`config.mk`:
```
export PLATFORM = sky130hd
export DESIGN_NAME = snd_board_top
export DESIGN_NICKNAME = d
export VERILOG_FILES = /design/src/source/snd_audio_pkg.sv /design/src/source/snd_bus_pkg.sv /design/src/source/snd_board_top.sv /design/src/source/snd_mixer.sv /design/src/source/sample_fifo.sv /design/src/source/adpcm_voice.sv /design/src/source/snd_regs.sv
export VERILOG_INCLUDE_DIRS = /design/src /design/src/source
export SDC_FILE = /design/constraint.sdc
export NUM_CORES = 1
export LEC_CHECK = 0
export ABC_CLOCK_PERIOD_IN_PS = 9100
export BUFFER_PORTS_ARGS = -buffer_cell sky130_fd_sc_hd__buf_2
export CAP_MARGIN = 10
export CORE_UTILIZATION = 56
export DETAILED_ROUTE_END_ITERATION = 7
export GPL_ROUTABILITY_DRIVEN = 0
export PLACE_DENSITY = 0.78
export RECOVER_POWER = 100
export SYNTH_ARGS = -nofsm -noshare
export SYNTH_HDL_FRONTEND = slang
export SYNTH_SLANG_ARGS = --single-unit
```
`constraint.sdc`:
```
create_clock -name clk -period 9.1 [get_ports clk]
set_input_delay 0.91 -clock clk [delete_from_list [all_inputs] [get_ports clk]]
set_output_delay 0.91 -clock clk [all_outputs]
set_load 0.005 [all_outputs]
```
`src/source/snd_params.svh`:
```
`ifndef SND_PARAMS_SVH
`define SND_PARAMS_SVH

// sample rom address bus, 256 kB of adpcm data
`define SND_ROM_AW 18

// entries per sample fifo, also the initial credit count of a producer
`define SND_FIFO_DEPTH 8

// fifo pointer width, log2 of the depth
`define SND_FIFO_AW 3

// clk cycles between two decoded adpcm nibbles
`define SND_ADPCM_DIV 16

`endif
```
`src/source/snd_audio_pkg.sv`:
```
package snd_audio_pkg;

    // decoded adpcm sample, range clamped to +-2047
    typedef logic signed [11:0] adpcm_sample_t;

    // fm synthesizer sample as delivered from outside
    typedef logic signed [15:0] fm_sample_t;

    // mixed board output
    typedef logic signed [15:0] mix_sample_t;

    // msm6295 step sizes, index 0..48
    localparam logic [10:0] STEP_TABLE [0:48] = '{
        11'd16,   11'd17,   11'd19,   11'd21,   11'd23,
        11'd25,   11'd28,   11'd31,   11'd34,   11'd37,
        11'd41,   11'd45,   11'd50,   11'd55,   11'd60,
        11'd66,   11'd73,   11'd80,   11'd88,   11'd97,
        11'd107,  11'd118,  11'd130,  11'd143,  11'd157,
        11'd173,  11'd190,  11'd209,  11'd230,  11'd253,
        11'd279,  11'd307,  11'd337,  11'd371,  11'd408,
        11'd449,  11'd494,  11'd544,  11'd598,  11'd658,
        11'd724,  11'd796,  11'd876,  11'd963,  11'd1060,
        11'd1166, 11'd1282, 11'd1411, 11'd1552
    };

    // step index change, picked by the low 3 nibble bits
    // small nibbles walk the step down, large ones jump up
    localparam logic signed [4:0] INDEX_ADJ [0:7] = '{
        -5'sd1, -5'sd1, -5'sd1, -5'sd1,
        5'sd2,  5'sd4,  5'sd6,  5'sd8
    };

    // last valid step index
    localparam int STEP_MAX = 48;

    // decoder output limit
    localparam int ADPCM_LIMIT = 2047;

endpackage

```
`src/source/snd_bus_pkg.sv`:
```
package snd_bus_pkg;

    // host register map, one byte each
    typedef enum logic [2:0] {
        REG_START_LO  = 3'd0, // start address bits 7:0
        REG_START_MID = 3'd1, // start address bits 15:8
        REG_START_HI  = 3'd2, // start address bits 17:16
        REG_LENGTH    = 3'd3, // byte count minus one
        REG_CTRL      = 3'd4, // write only, bit 0 starts playback
        REG_STATUS    = 3'd5  // read only
    } reg_addr_e;

    // control register bits
    localparam int CTRL_PLAY = 0;

    // status register bits
    localparam int STAT_BUSY = 0; // voice still fetching / decoding

endpackage

```
`src/source/snd_board_top.sv`:
```
`include "snd_params.svh"

module snd_board_top (
    input  logic                        clk,
    input  logic                        reset,
    // host bus
    input  logic [2:0]                  addr,
    input  logic [7:0]                  wdata,
    input  logic                        wr,
    output logic [7:0]                  rdata,
    // sample rom
    output logic [`SND_ROM_AW-1:0]      rom_addr,
    output logic                        rom_cs,
    input  logic [7:0]                  rom_data,
    input  logic                        rom_ok,
    // external fm source
    input  logic                        fm_push,
    input  snd_audio_pkg::fm_sample_t   fm_data,
    output logic                        fm_credit,
    // sound output
    output snd_audio_pkg::mix_sample_t  sound,
    output logic                        sample
);

    logic                         play;
    logic [`SND_ROM_AW-1:0]       start_addr;
    logic [7:0]                   length;
    logic                         busy;

    logic                         ad_push;
    snd_audio_pkg::adpcm_sample_t ad_din;
    logic                         ad_credit;
    logic                         ad_empty;
    logic                         ad_pop;
    snd_audio_pkg::adpcm_sample_t ad_dout;

    logic                         fm_empty;
    logic                         fm_pop;
    snd_audio_pkg::fm_sample_t    fm_dout;

    snd_regs u_regs (
        .clk        ( clk        ),
        .reset      ( reset      ),
        .addr       ( addr       ),
        .wdata      ( wdata      ),
        .wr         ( wr         ),
        .rdata      ( rdata      ),
        .busy       ( busy       ),
        .play       ( play       ),
        .start_addr ( start_addr ),
        .length     ( length     )
    );

    adpcm_voice u_voice (
        .clk        ( clk        ),
        .reset      ( reset      ),
        .play       ( play       ),
        .start_addr ( start_addr ),
        .length     ( length     ),
        .busy       ( busy       ),
        .rom_addr   ( rom_addr   ),
        .rom_cs     ( rom_cs     ),
        .rom_data   ( rom_data   ),
        .rom_ok     ( rom_ok     ),
        .push       ( ad_push    ),
        .data       ( ad_din     ),
        .credit     ( ad_credit  )
    );

    sample_fifo #(.payload_t(snd_audio_pkg::adpcm_sample_t)) u_ad_fifo (
        .clk    ( clk       ),
        .reset  ( reset     ),
        .push   ( ad_push   ),
        .din    ( ad_din    ),
        .credit ( ad_credit ),
        .pop    ( ad_pop    ),
        .empty  ( ad_empty  ),
        .dout   ( ad_dout   )
    );

    // fm credits go straight back out, the source keeps the count
    sample_fifo #(.payload_t(snd_audio_pkg::fm_sample_t)) u_fm_fifo (
        .clk    ( clk       ),
        .reset  ( reset     ),
        .push   ( fm_push   ),
        .din    ( fm_data   ),
        .credit ( fm_credit ),
        .pop    ( fm_pop    ),
        .empty  ( fm_empty  ),
        .dout   ( fm_dout   )
    );

    snd_mixer u_mixer (
        .clk        ( clk      ),
        .reset      ( reset    ),
        .fm_empty   ( fm_empty ),
        .fm_data    ( fm_dout  ),
        .fm_pop     ( fm_pop   ),
        .ad_empty   ( ad_empty ),
        .ad_data    ( ad_dout  ),
        .ad_pop     ( ad_pop   ),
        .voice_busy ( busy     ),
        .sound      ( sound    ),
        .sample     ( sample   )
    );

endmodule

```
`src/source/snd_mixer.sv`:
```
module snd_mixer (
    input  logic                          clk,
    input  logic                          reset,
    // fm fifo
    input  logic                          fm_empty,
    input  snd_audio_pkg::fm_sample_t     fm_data,
    output logic                          fm_pop,
    // adpcm fifo
    input  logic                          ad_empty,
    input  snd_audio_pkg::adpcm_sample_t  ad_data,
    output logic                          ad_pop,
    input  logic                          voice_busy,
    // output
    output snd_audio_pkg::mix_sample_t    sound,
    output logic                          sample
);

    logic                         go;
    snd_audio_pkg::adpcm_sample_t ad_val;
    logic signed [17:0]           fm_ext;
    logic signed [17:0]           ad_ext;
    logic signed [17:0]           ext;
    logic signed [17:0]           total;
    snd_audio_pkg::mix_sample_t   sat;

    // fm paces the output, adpcm joins when it has data
    // a busy voice with nothing queued holds everything back
    assign go     = !fm_empty && (!ad_empty || !voice_busy);
    assign fm_pop = go;
    assign ad_pop = go && !ad_empty;

    always_comb begin
        ad_val = ad_empty ? '0 : ad_data; // silent voice
        fm_ext = fm_data;
        ad_ext = ad_val;
        ext    = ad_ext <<< 2;               // 12 to 14 bit range
        total  = fm_ext + ext + (ext >>> 1); // 1.5x gain on adpcm
        if (total > 18'sd32767)
            sat = 16'sh7fff;
        else if (total < -18'sd32768)
            sat = 16'sh8000;
        else
            sat = total[15:0];
    end

    always_ff @(posedge clk) begin
        if (reset) begin
            sound  <= '0;
            sample <= 1'b0;
        end else begin
            sample <= go; // strobe for the new value
            if (go)
                sound <= sat;
        end
    end

endmodule

```
`src/source/sample_fifo.sv`:
```
`include "snd_params.svh"

module sample_fifo #(
    parameter type payload_t = logic [15:0]
) (
    input  logic     clk,
    input  logic     reset,
    // producer side
    input  logic     push,
    input  payload_t din,
    output logic     credit,  // one pulse per pop, a cycle later
    // consumer side
    input  logic     pop,
    output logic     empty,
    output payload_t dout
);

    localparam int AW = `SND_FIFO_AW;

    payload_t       mem [`SND_FIFO_DEPTH];
    logic [AW:0]    wr_ptr; // msb is the wrap bit
    logic [AW:0]    rd_ptr;

    // no full flag, producer credits keep it from overflowing
    assign empty = (wr_ptr == rd_ptr);
    assign dout  = mem[rd_ptr[AW-1:0]]; // head entry

    always_ff @(posedge clk) begin
        if (reset) begin
            wr_ptr <= '0;
            rd_ptr <= '0;
            credit <= 1'b0;
        end else begin
            if (push)
                wr_ptr <= wr_ptr + 1'b1;
            if (pop && !empty)
                rd_ptr <= rd_ptr + 1'b1;
            credit <= pop && !empty; // hands the slot back
        end
    end

    // storage, written at the push edge
    always_ff @(posedge clk) begin
        if (push)
            mem[wr_ptr[AW-1:0]] <= din;
    end

endmodule

```
`src/source/adpcm_voice.sv`:
```
`include "snd_params.svh"

module adpcm_voice (
    input  logic                        clk,
    input  logic                        reset,
    // playback descriptor
    input  logic                        play,
    input  logic [`SND_ROM_AW-1:0]      start_addr,
    input  logic [7:0]                  length,
    output logic                        busy,
    // sample rom
    output logic [`SND_ROM_AW-1:0]      rom_addr,
    output logic                        rom_cs,
    input  logic [7:0]                  rom_data,
    input  logic                        rom_ok,
    // credit link to the adpcm fifo
    output logic                        push,
    output snd_audio_pkg::adpcm_sample_t data,
    input  logic                        credit
);

    localparam int DIV_W = $clog2(`SND_ADPCM_DIV);
    localparam logic [DIV_W-1:0] DIV_TOP = DIV_W'(`SND_ADPCM_DIV - 1);
    localparam int CW = `SND_FIFO_AW + 1; // holds 0..depth

    typedef enum logic [1:0] {
        ST_IDLE,
        ST_FETCH, // rom_cs up, waiting for rom_ok
        ST_HI,    // high nibble pending
        ST_LO     // low nibble pending
    } state_t;

    state_t                       state;
    logic [7:0]                   remain;   // bytes left after the current one
    logic [7:0]                   byte_q;
    logic [DIV_W-1:0]             div_cnt;
    logic [CW-1:0]                credits;
    snd_audio_pkg::adpcm_sample_t sample_q; // decoder accumulator
    logic [5:0]                   index_q;  // step table index

    logic [3:0]                   nib;
    logic [10:0]                  step;
    logic [11:0]                  diff;     // up to 2910
    logic signed [13:0]           sample_ext;
    logic signed [13:0]           sum;
    logic signed [6:0]            idx_sum;
    snd_audio_pkg::adpcm_sample_t new_sample;
    logic [5:0]                   new_index;

    assign busy = (state != ST_IDLE);

    // msm6295 nibble decode
    always_comb begin
        nib  = (state == ST_HI) ? byte_q[7:4] : byte_q[3:0];
        step = snd_audio_pkg::STEP_TABLE[index_q];
        diff = 12'(step >> 3);
        if (nib[0]) diff = diff + 12'(step >> 2);
        if (nib[1]) diff = diff + 12'(step >> 1);
        if (nib[2]) diff = diff + 12'(step);
        sample_ext = sample_q; // sign extends
        if (nib[3])
            sum = sample_ext - $signed({2'b00, diff});
        else
            sum = sample_ext + $signed({2'b00, diff});
        // clamp to +-2047
        if (sum > 14'(snd_audio_pkg::ADPCM_LIMIT))
            new_sample = 12'(snd_audio_pkg::ADPCM_LIMIT);
        else if (sum < -14'(snd_audio_pkg::ADPCM_LIMIT))
            new_sample = -12'(snd_audio_pkg::ADPCM_LIMIT);
        else
            new_sample = sum[11:0];
        idx_sum = $signed({1'b0, index_q}) + 7'(snd_audio_pkg::INDEX_ADJ[nib[2:0]]);
        if (idx_sum < 0)
            new_index = 6'd0;
        else if (idx_sum > 7'(snd_audio_pkg::STEP_MAX))
            new_index = 6'(snd_audio_pkg::STEP_MAX);
        else
            new_index = idx_sum[5:0];
    end

    // nibble goes out when paced, and only with credit left
    assign push = (state == ST_HI || state == ST_LO) && (div_cnt == DIV_TOP)
                  && (credits != '0);
    assign data = new_sample;

    always_ff @(posedge clk) begin
        if (reset) begin
            state    <= ST_IDLE;
            rom_cs   <= 1'b0;
            rom_addr <= '0;
            remain   <= '0;
            div_cnt  <= '0;
            sample_q <= '0;
            index_q  <= '0;
            credits  <= CW'(`SND_FIFO_DEPTH);
        end else begin
            case ({push, credit})
                2'b10:   credits <= credits - 1'b1;
                2'b01:   credits <= credits + 1'b1;
                default: ; // none, or spent and returned together
            endcase
            if (busy && div_cnt != DIV_TOP)
                div_cnt <= div_cnt + 1'b1; // saturates at the top
            case (state)
                ST_IDLE: if (play) begin // replay while busy never gets here
                    rom_addr <= start_addr;
                    remain   <= length;
                    sample_q <= '0;
                    index_q  <= '0;
                    div_cnt  <= '0;
                    rom_cs   <= 1'b1;
                    state    <= ST_FETCH;
                end
                ST_FETCH: if (rom_ok) begin
                    rom_cs <= 1'b0; // low for at least a cycle
                    state  <= ST_HI;
                end
                ST_HI: if (push) begin
                    sample_q <= new_sample;
                    index_q  <= new_index;
                    div_cnt  <= '0;
                    state    <= ST_LO;
                end
                ST_LO: if (push) begin
                    sample_q <= new_sample;
                    index_q  <= new_index;
                    div_cnt  <= '0;
                    if (remain == 8'd0) begin
                        state <= ST_IDLE; // busy drops with the last push
                    end else begin
                        rom_addr <= rom_addr + 1'b1;
                        remain   <= remain - 1'b1;
                        rom_cs   <= 1'b1;
                        state    <= ST_FETCH;
                    end
                end
                default: state <= ST_IDLE;
            endcase
        end
    end

    // rom byte capture
    always_ff @(posedge clk) begin
        if (state == ST_FETCH && rom_ok)
            byte_q <= rom_data;
    end

endmodule

```
`src/source/snd_regs.sv`:
```
`include "snd_params.svh"

module snd_regs (
    input  logic                    clk,
    input  logic                    reset,
    // host bus
    input  logic [2:0]              addr,
    input  logic [7:0]              wdata,
    input  logic                    wr,
    output logic [7:0]              rdata,
    // voice side
    input  logic                    busy,
    output logic                    play,
    output logic [`SND_ROM_AW-1:0]  start_addr,
    output logic [7:0]              length
);

    logic [7:0] start_lo;
    logic [7:0] start_mid;
    logic [1:0] start_hi;  // only 2 bits used of the upper byte
    logic [7:0] length_q;
    logic [7:0] status;

    always_ff @(posedge clk) begin
        if (reset) begin
            start_lo  <= '0;
            start_mid <= '0;
            start_hi  <= '0;
            length_q  <= '0;
            play      <= 1'b0;
        end else begin
            play <= 1'b0; // single cycle pulse
            if (wr) begin
                case (addr)
                    snd_bus_pkg::REG_START_LO:  start_lo  <= wdata;
                    snd_bus_pkg::REG_START_MID: start_mid <= wdata;
                    snd_bus_pkg::REG_START_HI:  start_hi  <= wdata[1:0];
                    snd_bus_pkg::REG_LENGTH:    length_q  <= wdata;
                    snd_bus_pkg::REG_CTRL:      play      <= wdata[snd_bus_pkg::CTRL_PLAY];
                    default: ; // status is read only
                endcase
            end
        end
    end

    assign start_addr = {start_hi, start_mid, start_lo};
    assign length     = length_q;

    always_comb begin
        status = '0;
        status[snd_bus_pkg::STAT_BUSY] = busy;
    end

    // read mux, unused addresses give 0
    always_comb begin
        case (addr)
            snd_bus_pkg::REG_START_LO:  rdata = start_lo;
            snd_bus_pkg::REG_START_MID: rdata = start_mid;
            snd_bus_pkg::REG_START_HI:  rdata = {6'd0, start_hi};
            snd_bus_pkg::REG_LENGTH:    rdata = length_q;
            snd_bus_pkg::REG_STATUS:    rdata = status;
            default:                    rdata = 8'd0;
        endcase
    end

endmodule

```
==> impl_metrics.json, run 1 <==
{
  "ys_warn_count": 0,
  "post-place-cells": 2188,
  "antenna_found_initial": 0,
  "hold_class": "flip-flop to flip-flop",
  "critPathLaunch": "u_voice.index_q[0]",
  "initial_utilization_pct": 56.9,
  "synth_ff_type": "edfxtp_1",
  "worst_setup_hold_path_clk_slew_ns": 0.06,
  "drt_iter0_drc": 1268,
  "path_max_fanout": 10,
  "ys_types": 82,
  "synth_top_cell_by_area": "edfxtp_1",
  "die_x_um": 186,
  "pwr_density_cell_mw_per_mm2": 220,
  "p_seq_share_pct": 42.3,
  "p_leak_nw": 7.69,
  "grt_max_degree": 102,
  "p_clk_share_pct": 30.9,
  "grt_pass1_vias": 13400,
  "r2r_start": "u_voice.index_q[0]",
  "min_to": "u_regs.length[6]",
  "cts_tree": "built",
  "area_growth_syn_to_layout_pct": 10.7,
  "status": "finished with violations",
  "dpl.hpwl_um": 28600,
  "async_flop_share_pct": 0,
  "io_pins": 85,
  "fin_crit_sh_pct": 93.7,
  "reg2reg_depth": 36,
  "syn_area_mm2": 0.0190,
  "die_height_um": 186,
  "hold_start": "u_regs.length[6]",
  "end_kind": "flip-flop",
  "place_ws_ns": 0.184,
  "insertion_delay_ns": 0.53,
  "antenna_left": 0,
  "cp.required_ns": 9.51,
  "final_cell_mix": "edfxtp_1 (232), nand2_1 (175), nor2_1 (132), dfxtp_1 (121), a21oi_1 (119)",
  "violations": "capacitance limit, slew limit",
  "worst_slew_pin_slew_ns": 4.51,
  "layout_commonest_cell": "edfxtp_1",
  "synth-seq-area-share_pct": 49.4,
  "synth_nets": 1852,
  "ys_ff_latch": 354,
  "rsz0062_at_grt": "false",
  "slew_violations": 151,
  "r2r_end": "u_voice.sample_q[0]",
  "finClkSkew_ns": 0.0181,
  "rows": 67,
  "post-route-drc-count": 0,
  "cp.arrival_ns": 8.94,
  "synth_edf_count": 232,
  "grt_pass1_wl_um": 68800,
  "vias": 13700,
  "cp_slowest_stage_delay_ns": 0.52,
  "clk_path_buf_depth": 3,
  "htree_levels": 2,
  "drv_cap": 3,
  "coreArea_mm2": 0.0334,
  "setup_violations": 0,
  "fmax_ghz": 0.117,
  "n_antenna_cell": 0,
  "p_comb_share_pct": 26.9,
  "fin_crit_ns": 8.53,
  "numClockSinks": 354,
  "fin_cells": 2260,
  "irDropWorstVdd_mv": 0.174,
  "io_buffers": 84,
  "final-hold-violation-count": 0,
  "path_class": "flip-flop to flip-flop",
  "die_area_mm2": 0.0347,
  "internal_power_mw": 3.18,
  "switching_share_pct": 31.4,
  "drt_pre_antenna_iters": 6,
  "grt.overflow.total": 0,
  "start_kind": "flip-flop",
  "synth_top_area_share_pct": 36.6,
  "worst_slew_margin_rel_pct": -200,
  "final.fill_count": 2576,
  "clockRootBuffer": "clkbuf_16",
  "slowest_stage": "or4_1",
  "power_switching_mw": 1.45,
  "setup_ws_ns": 0.571,
  "drt_wl_total_um": 43300,
  "ctsHoldBuffers": 0,
  "viasPerCell": 6.07,
  "syn_inst": 1702,
  "postSynthAreaPerCell_um2": 11.2,
  "fin_nets": 1933,
  "drive_above_1_share_pct": 13.7,
  "routedWlPerCell_um": 19.2,
  "grt.total_usage_pct": 24.6,
  "reg2reg_slack_ns": 0.57,
  "cts_made_buffers": 37,
  "synthTopCellsByArea": "edfxtp_1 (37%), dfxtp_1 (13%), mux4_2 (7.0%), ha_1 (6.0%), nand2_1 (3.5%)",
  "min_path_cells": 2,
  "tns_ns": 0
}
==> state kept, by name (all words and copies together) (netlist names), 4 cells and up, named ones only <==
register and flops:
u_fm_fifo.mem 128, u_ad_fifo.mem 96, u_voice.rom_addr 18, u_mixer.sound 16, u_voice.sample_q 12, u_regs.length 8, u_regs.start_lo 8, u_regs.start_mid 8
u_voice.byte_q 8, u_voice.remain 8, u_voice.index_q 6, u_ad_fifo.rd_ptr 4, u_ad_fifo.wr_ptr 4, u_fm_fifo.rd_ptr 4, u_fm_fifo.wr_ptr 4, u_voice.credits 4
u_voice.div_cnt 4
==> worst max-delay path, delay by kind of cell, from the launching register on <==
family	cells	cell delay, ns
compound gates	16	3.10
mux	1	0.50
flops	1	0.33
simple gates	7	1.47
buf+inv	2	0.17
fa+ha+maj	6	2.11
xor+xnor	4	0.70
==> metal layers <==
layer,GRT usage (%),part of all wire [%]
met1,32.2,42
met4,8.87,3.1
met2,41.4,49
met3,3.74,6.0
met5,0.412,0
==> power by group through the flow <==
stage / logic [mW] / registers [mW] / clock network [mW]
floorplan: 0.880 / 1.98 / 0
global placement: 1.17 / 1.98 / 0
detailed placement: 1.20 / 1.99 / 0
CTS: 1.22 / 1.96 / 1.45
global route: 1.38 / 1.97 / 1.51
finish: 1.24 / 1.96 / 1.43
==> final cells by class <==
type | instances | area, um2 | share of cell area [%]
Clock buffer | 54 | 1010 | 4.80
Clock inverter | 14 | 131 | 0.623
Inverter | 75 | 282 | 1.34
Multi-Input combinational cell | 1190 | 9050 | 43.0
Sequential cell | 354 | 9410 | 44.7
Tap cell | 448 | 561 | 2.66
Timing Repair Buffer | 125 | 626 | 2.97
==> Yosys cell counts (14+ instances only) <==
cell type  instances
inv_1             72
xnor2_1           42
nand2_1          176
mux4_2            59
nor2_1           134
mux2_2            27
edfxtp_1         232
o22ai_1           15
a21oi_1          120
fa_1              18
buf_1             15
xor2_1            32
a211oi_1          40
clkbuf_1          53
nand3_1           34
dfxtp_1          122
nor2b_1           14
mux2i_1           26
ha_1              92
a21o_1            21
o21ai_0           80
nor3_1            28
nand2b_1          25
==> what timing repair did <==
item,CTS,global route
gates resized for setup,0,30
endpoints found under the setup margin,0,99
buffers inserted,0,4
==> cells by family after synthesis <==
logic type                 share of synthesized area, %
buffers and inverters                              3.39
DFF                                                49.4
adders and majority gates                          7.94
and+or+nand+nor                                    11.7
muxes                                              10.2
AOI/OAI and AO/OA                                  14.0
xor gates and xnor gates                           3.41
==> metrics by stage <==
stage / hold slack (ns) / utilization (%) / total power [mW] / cell area, um2
finish: 0.475 / 63.0 / 4.63 / 21100
global route: 0.490 / 63.0 / 4.87 / 21100
CTS: 0.477 / 63.1 / 4.62 / 21100
detailed placement: 0.466 / 59.7 / 3.19 / 20000
global placement: 0.455 / 59.7 / 3.15 / 20000
floorplan: 0.439 / - / 2.86 / 19000
==> how the worst max path moves through the flow <==
stage,end,slack (ns),depth (start not counted)
2_1_floorplan,u_ad_fifo.mem[0][9],0.62,38
3_3_place_gp,u_ad_fifo.mem[6][2],0.48,35
3_5_place_dp,u_ad_fifo.mem[7][3],0.18,35
4_1_cts,u_ad_fifo.mem[7][3],0.15,35
5_1_grt,u_voice.sample_q[6],0.01,37
6_report,u_voice.sample_q[0],0.57,36
(Power assumes the default switching activity.)
==> run 2, diff against run 1 <==
Settings changed: BUFFER_PORTS_ARGS -buffer_cell sky130_fd_sc_hd__buf_2 to default, CORE_UTILIZATION 56 to 58, DONT_BUFFER_PORTS from default to 1, SLEW_MARGIN from default to 20.
==> run 2 against run 1 <==
  * The flow still finishes with violations (capacitance limit, slew limit)
  * Highest routed layer unchanged
  * Global-route usage grew 1.8 points
  * Total power rose by 0.38%
  * Register-to-register slack got worse by 0.15 ns
  * Maximum frequency fell by 1.7%
==> impl_metrics.json, run 2 (synthesis gave the netlist of run 1 again) <==
{
  "htree_levels": 2,
  "drt_wl_total_um": 44300,
  "multi_input_area_mm2": 0.00911,
  "setup_ws_ns": 0.422,
  "coreArea_mm2": 0.0319,
  "viasPerCell": 6.24,
  "drt_iter0_drc": 1163,
  "largest_register_ffs": 128,
  "path_class": "flip-flop to flip-flop",
  "fmax_ghz": 0.115,
  "gr-usage-met1_pct": 34.3,
  "status": "finished with violations",
  "ctsHoldBuffers": 0,
  "start_kind": "flip-flop",
  "p_leak_nw": 7.47,
  "grt.total_usage_pct": 26.4,
  "final_cell_mix": "edfxtp_1 (232), nand2_1 (175), nor2_1 (133), dfxtp_1 (119), a21oi_1 (118)",
  "violations": "capacitance limit, slew limit",
  "r2r_end": "u_voice.sample_q[0]",
  "grt_pass1_wl_um": 69400,
  "insertion_delay_ns": 0.54,
  "slowest_stage": "dfxtp_1",
  "grtUsageMet3_pct": 4.94,
  "clk_path_buf_depth": 3,
  "grt.busiest_layer": "met2",
  "hold_class": "primary input to flip-flop",
  "clockRootBuffer": "clkbuf_16",
  "routedWlPerCell_um": 20.4,
  "fin_nets": 1851,
  "reg2reg_depth": 34,
  "fin_crit_ns": 8.68,
  "irDropWorstVdd_mv": 0.151,
  "io_buffers": 0,
  "grt_pass1_vias": 13100,
  "cts_tree": "built",
  "critPathLaunch": "u_voice.index_q[4]",
  "grt_max_degree": 102,
  "cp.arrival_ns": 9.10,
  "rows": 65,
  "cp_slowest_stage_delay_ns": 0.69,
  "layout_commonest_cell": "edfxtp_1",
  "io_pins": 85,
  "drive_above_1_share_pct": 12.4,
  "die_x_um": 183,
  "setup_violations": 0,
  "drt_pre_antenna_iters": 7,
  "final_util_pct": 65.3,
  "seq_area_mm2": 0.00941,
  "gr-usage-met2_pct": 44.7,
  "die_area_mm2": 0.0335,
  "dpl.hpwl_um": 29400,
  "final-hold-violation-count": 0,
  "post-route-drc-count": 0,
  "antenna_left": 0,
  "finClkSkew_ns": 0.0204,
  "numClockSinks": 354,
  "n_antenna_cell": 0,
  "cp-endpoint": "u_voice.sample_q[0]",
  "vias": 13500,
  "fin_crit_sh_pct": 95.4,
  "reg2reg_slack_ns": 0.42,
  "path_max_fanout": 17,
  "area_growth_syn_to_layout_pct": 9.43,
  "pwr_density_cell_mw_per_mm2": 223,
  "r2r_start": "u_voice.index_q[4]",
  "grt.overflow.total": 0,
  "drv_cap": 4,
  "tns_ns": 0,
  "die_height_um": 183,
  "end_kind": "flip-flop",
  "cts_made_buffers": 38,
  "slew_violations": 133,
  "hold_slack_ns": 0.465,
  "worst_setup_hold_path_clk_slew_ns": 0.06,
  "antenna_found_initial": 0,
  "final.fill_count": 2402,
  "initial_utilization_pct": 59.7,
  "worst_slew_pin_slew_ns": 1.96,
  "cp.required_ns": 9.52,
  "place_ws_ns": 0.150,
  "worst_slew_margin_rel_pct": -30.9
}
[run 2: cell count changes in the layout (fill, tap and decap cells not counted), sizes merged]
cell    previous run  this run
buf               77        21
clkinv            10         8
clkbuf           102        76
inv               77        80
[run 2: worst min path at each step]
stage | startpoint | end | slack, ns | cells past startpoint
2_1_floorplan | u_voice.sample_q[2] | u_voice.sample_q[2] | 0.44 | 2
3_3_place_gp | u_voice.remain[6] | u_voice.remain[6] | 0.45 | 2
3_5_place_dp | u_voice.remain[4] | u_voice.remain[4] | 0.47 | 2
4_1_cts | addr[1] | u_regs.play | 0.44 | 1
5_1_grt | addr[1] | u_regs.play | 0.45 | 1
6_report | addr[1] | u_regs.play | 0.47 | 1
[run 2: final cells by class]
cell class	instances	share of cell area, %
Clock buffer	55	5.32
Clock inverter	15	0.655
Inverter	75	1.35
Multi-Input combinational cell	1190	43.7
Sequential cell	354	45.2
Tap cell	435	2.61
Timing Repair Buffer	42	1.14
[run 2: power breakdown]
group	switching, mW	total, mW	internal, mW
logic	0.719	1.16	0.440
registers	0.101	1.98	1.88
clock network	0.629	1.51	0.886
[run 2: worst max-delay path, delay by kind of cell (launching register included)]
| kind | cells | cell delay, ns |
|---|---|---|
| xor gates and xnor gates | 3 | 0.57 |
| DFF | 1 | 0.69 |
| AOI/OAI and AO/OA | 16 | 3.67 |
| buffers and inverters | 3 | 0.51 |
| adders and majority gates | 4 | 1.49 |
| and+or+nand+nor | 8 | 1.63 |
[run 2: per-stage QoR]
stage / total power, mW / area [um2] / instances
floorplan: 2.86 / 19000 / 1702
global placement: 3.08 / 19600 / 2093
detailed placement: 3.12 / 19600 / 2093
CTS: 4.64 / 20800 / 2163
global route: 4.87 / 20800 / 2166
finish: 4.65 / 20800 / 2166
[run 2: timing repair]
action                                  4_1_cts  5_1_grt
resized for setup                             0       45
setup buffers                                 0        3
endpoints found under the setup margin        0      107
[run 2: per-layer routing]
layer	vias up	share of wire [%]
met3	88	7.2
met1	6546	40
met4	0	2.5
li1	6338	-
met5	-	0
met2	542	50
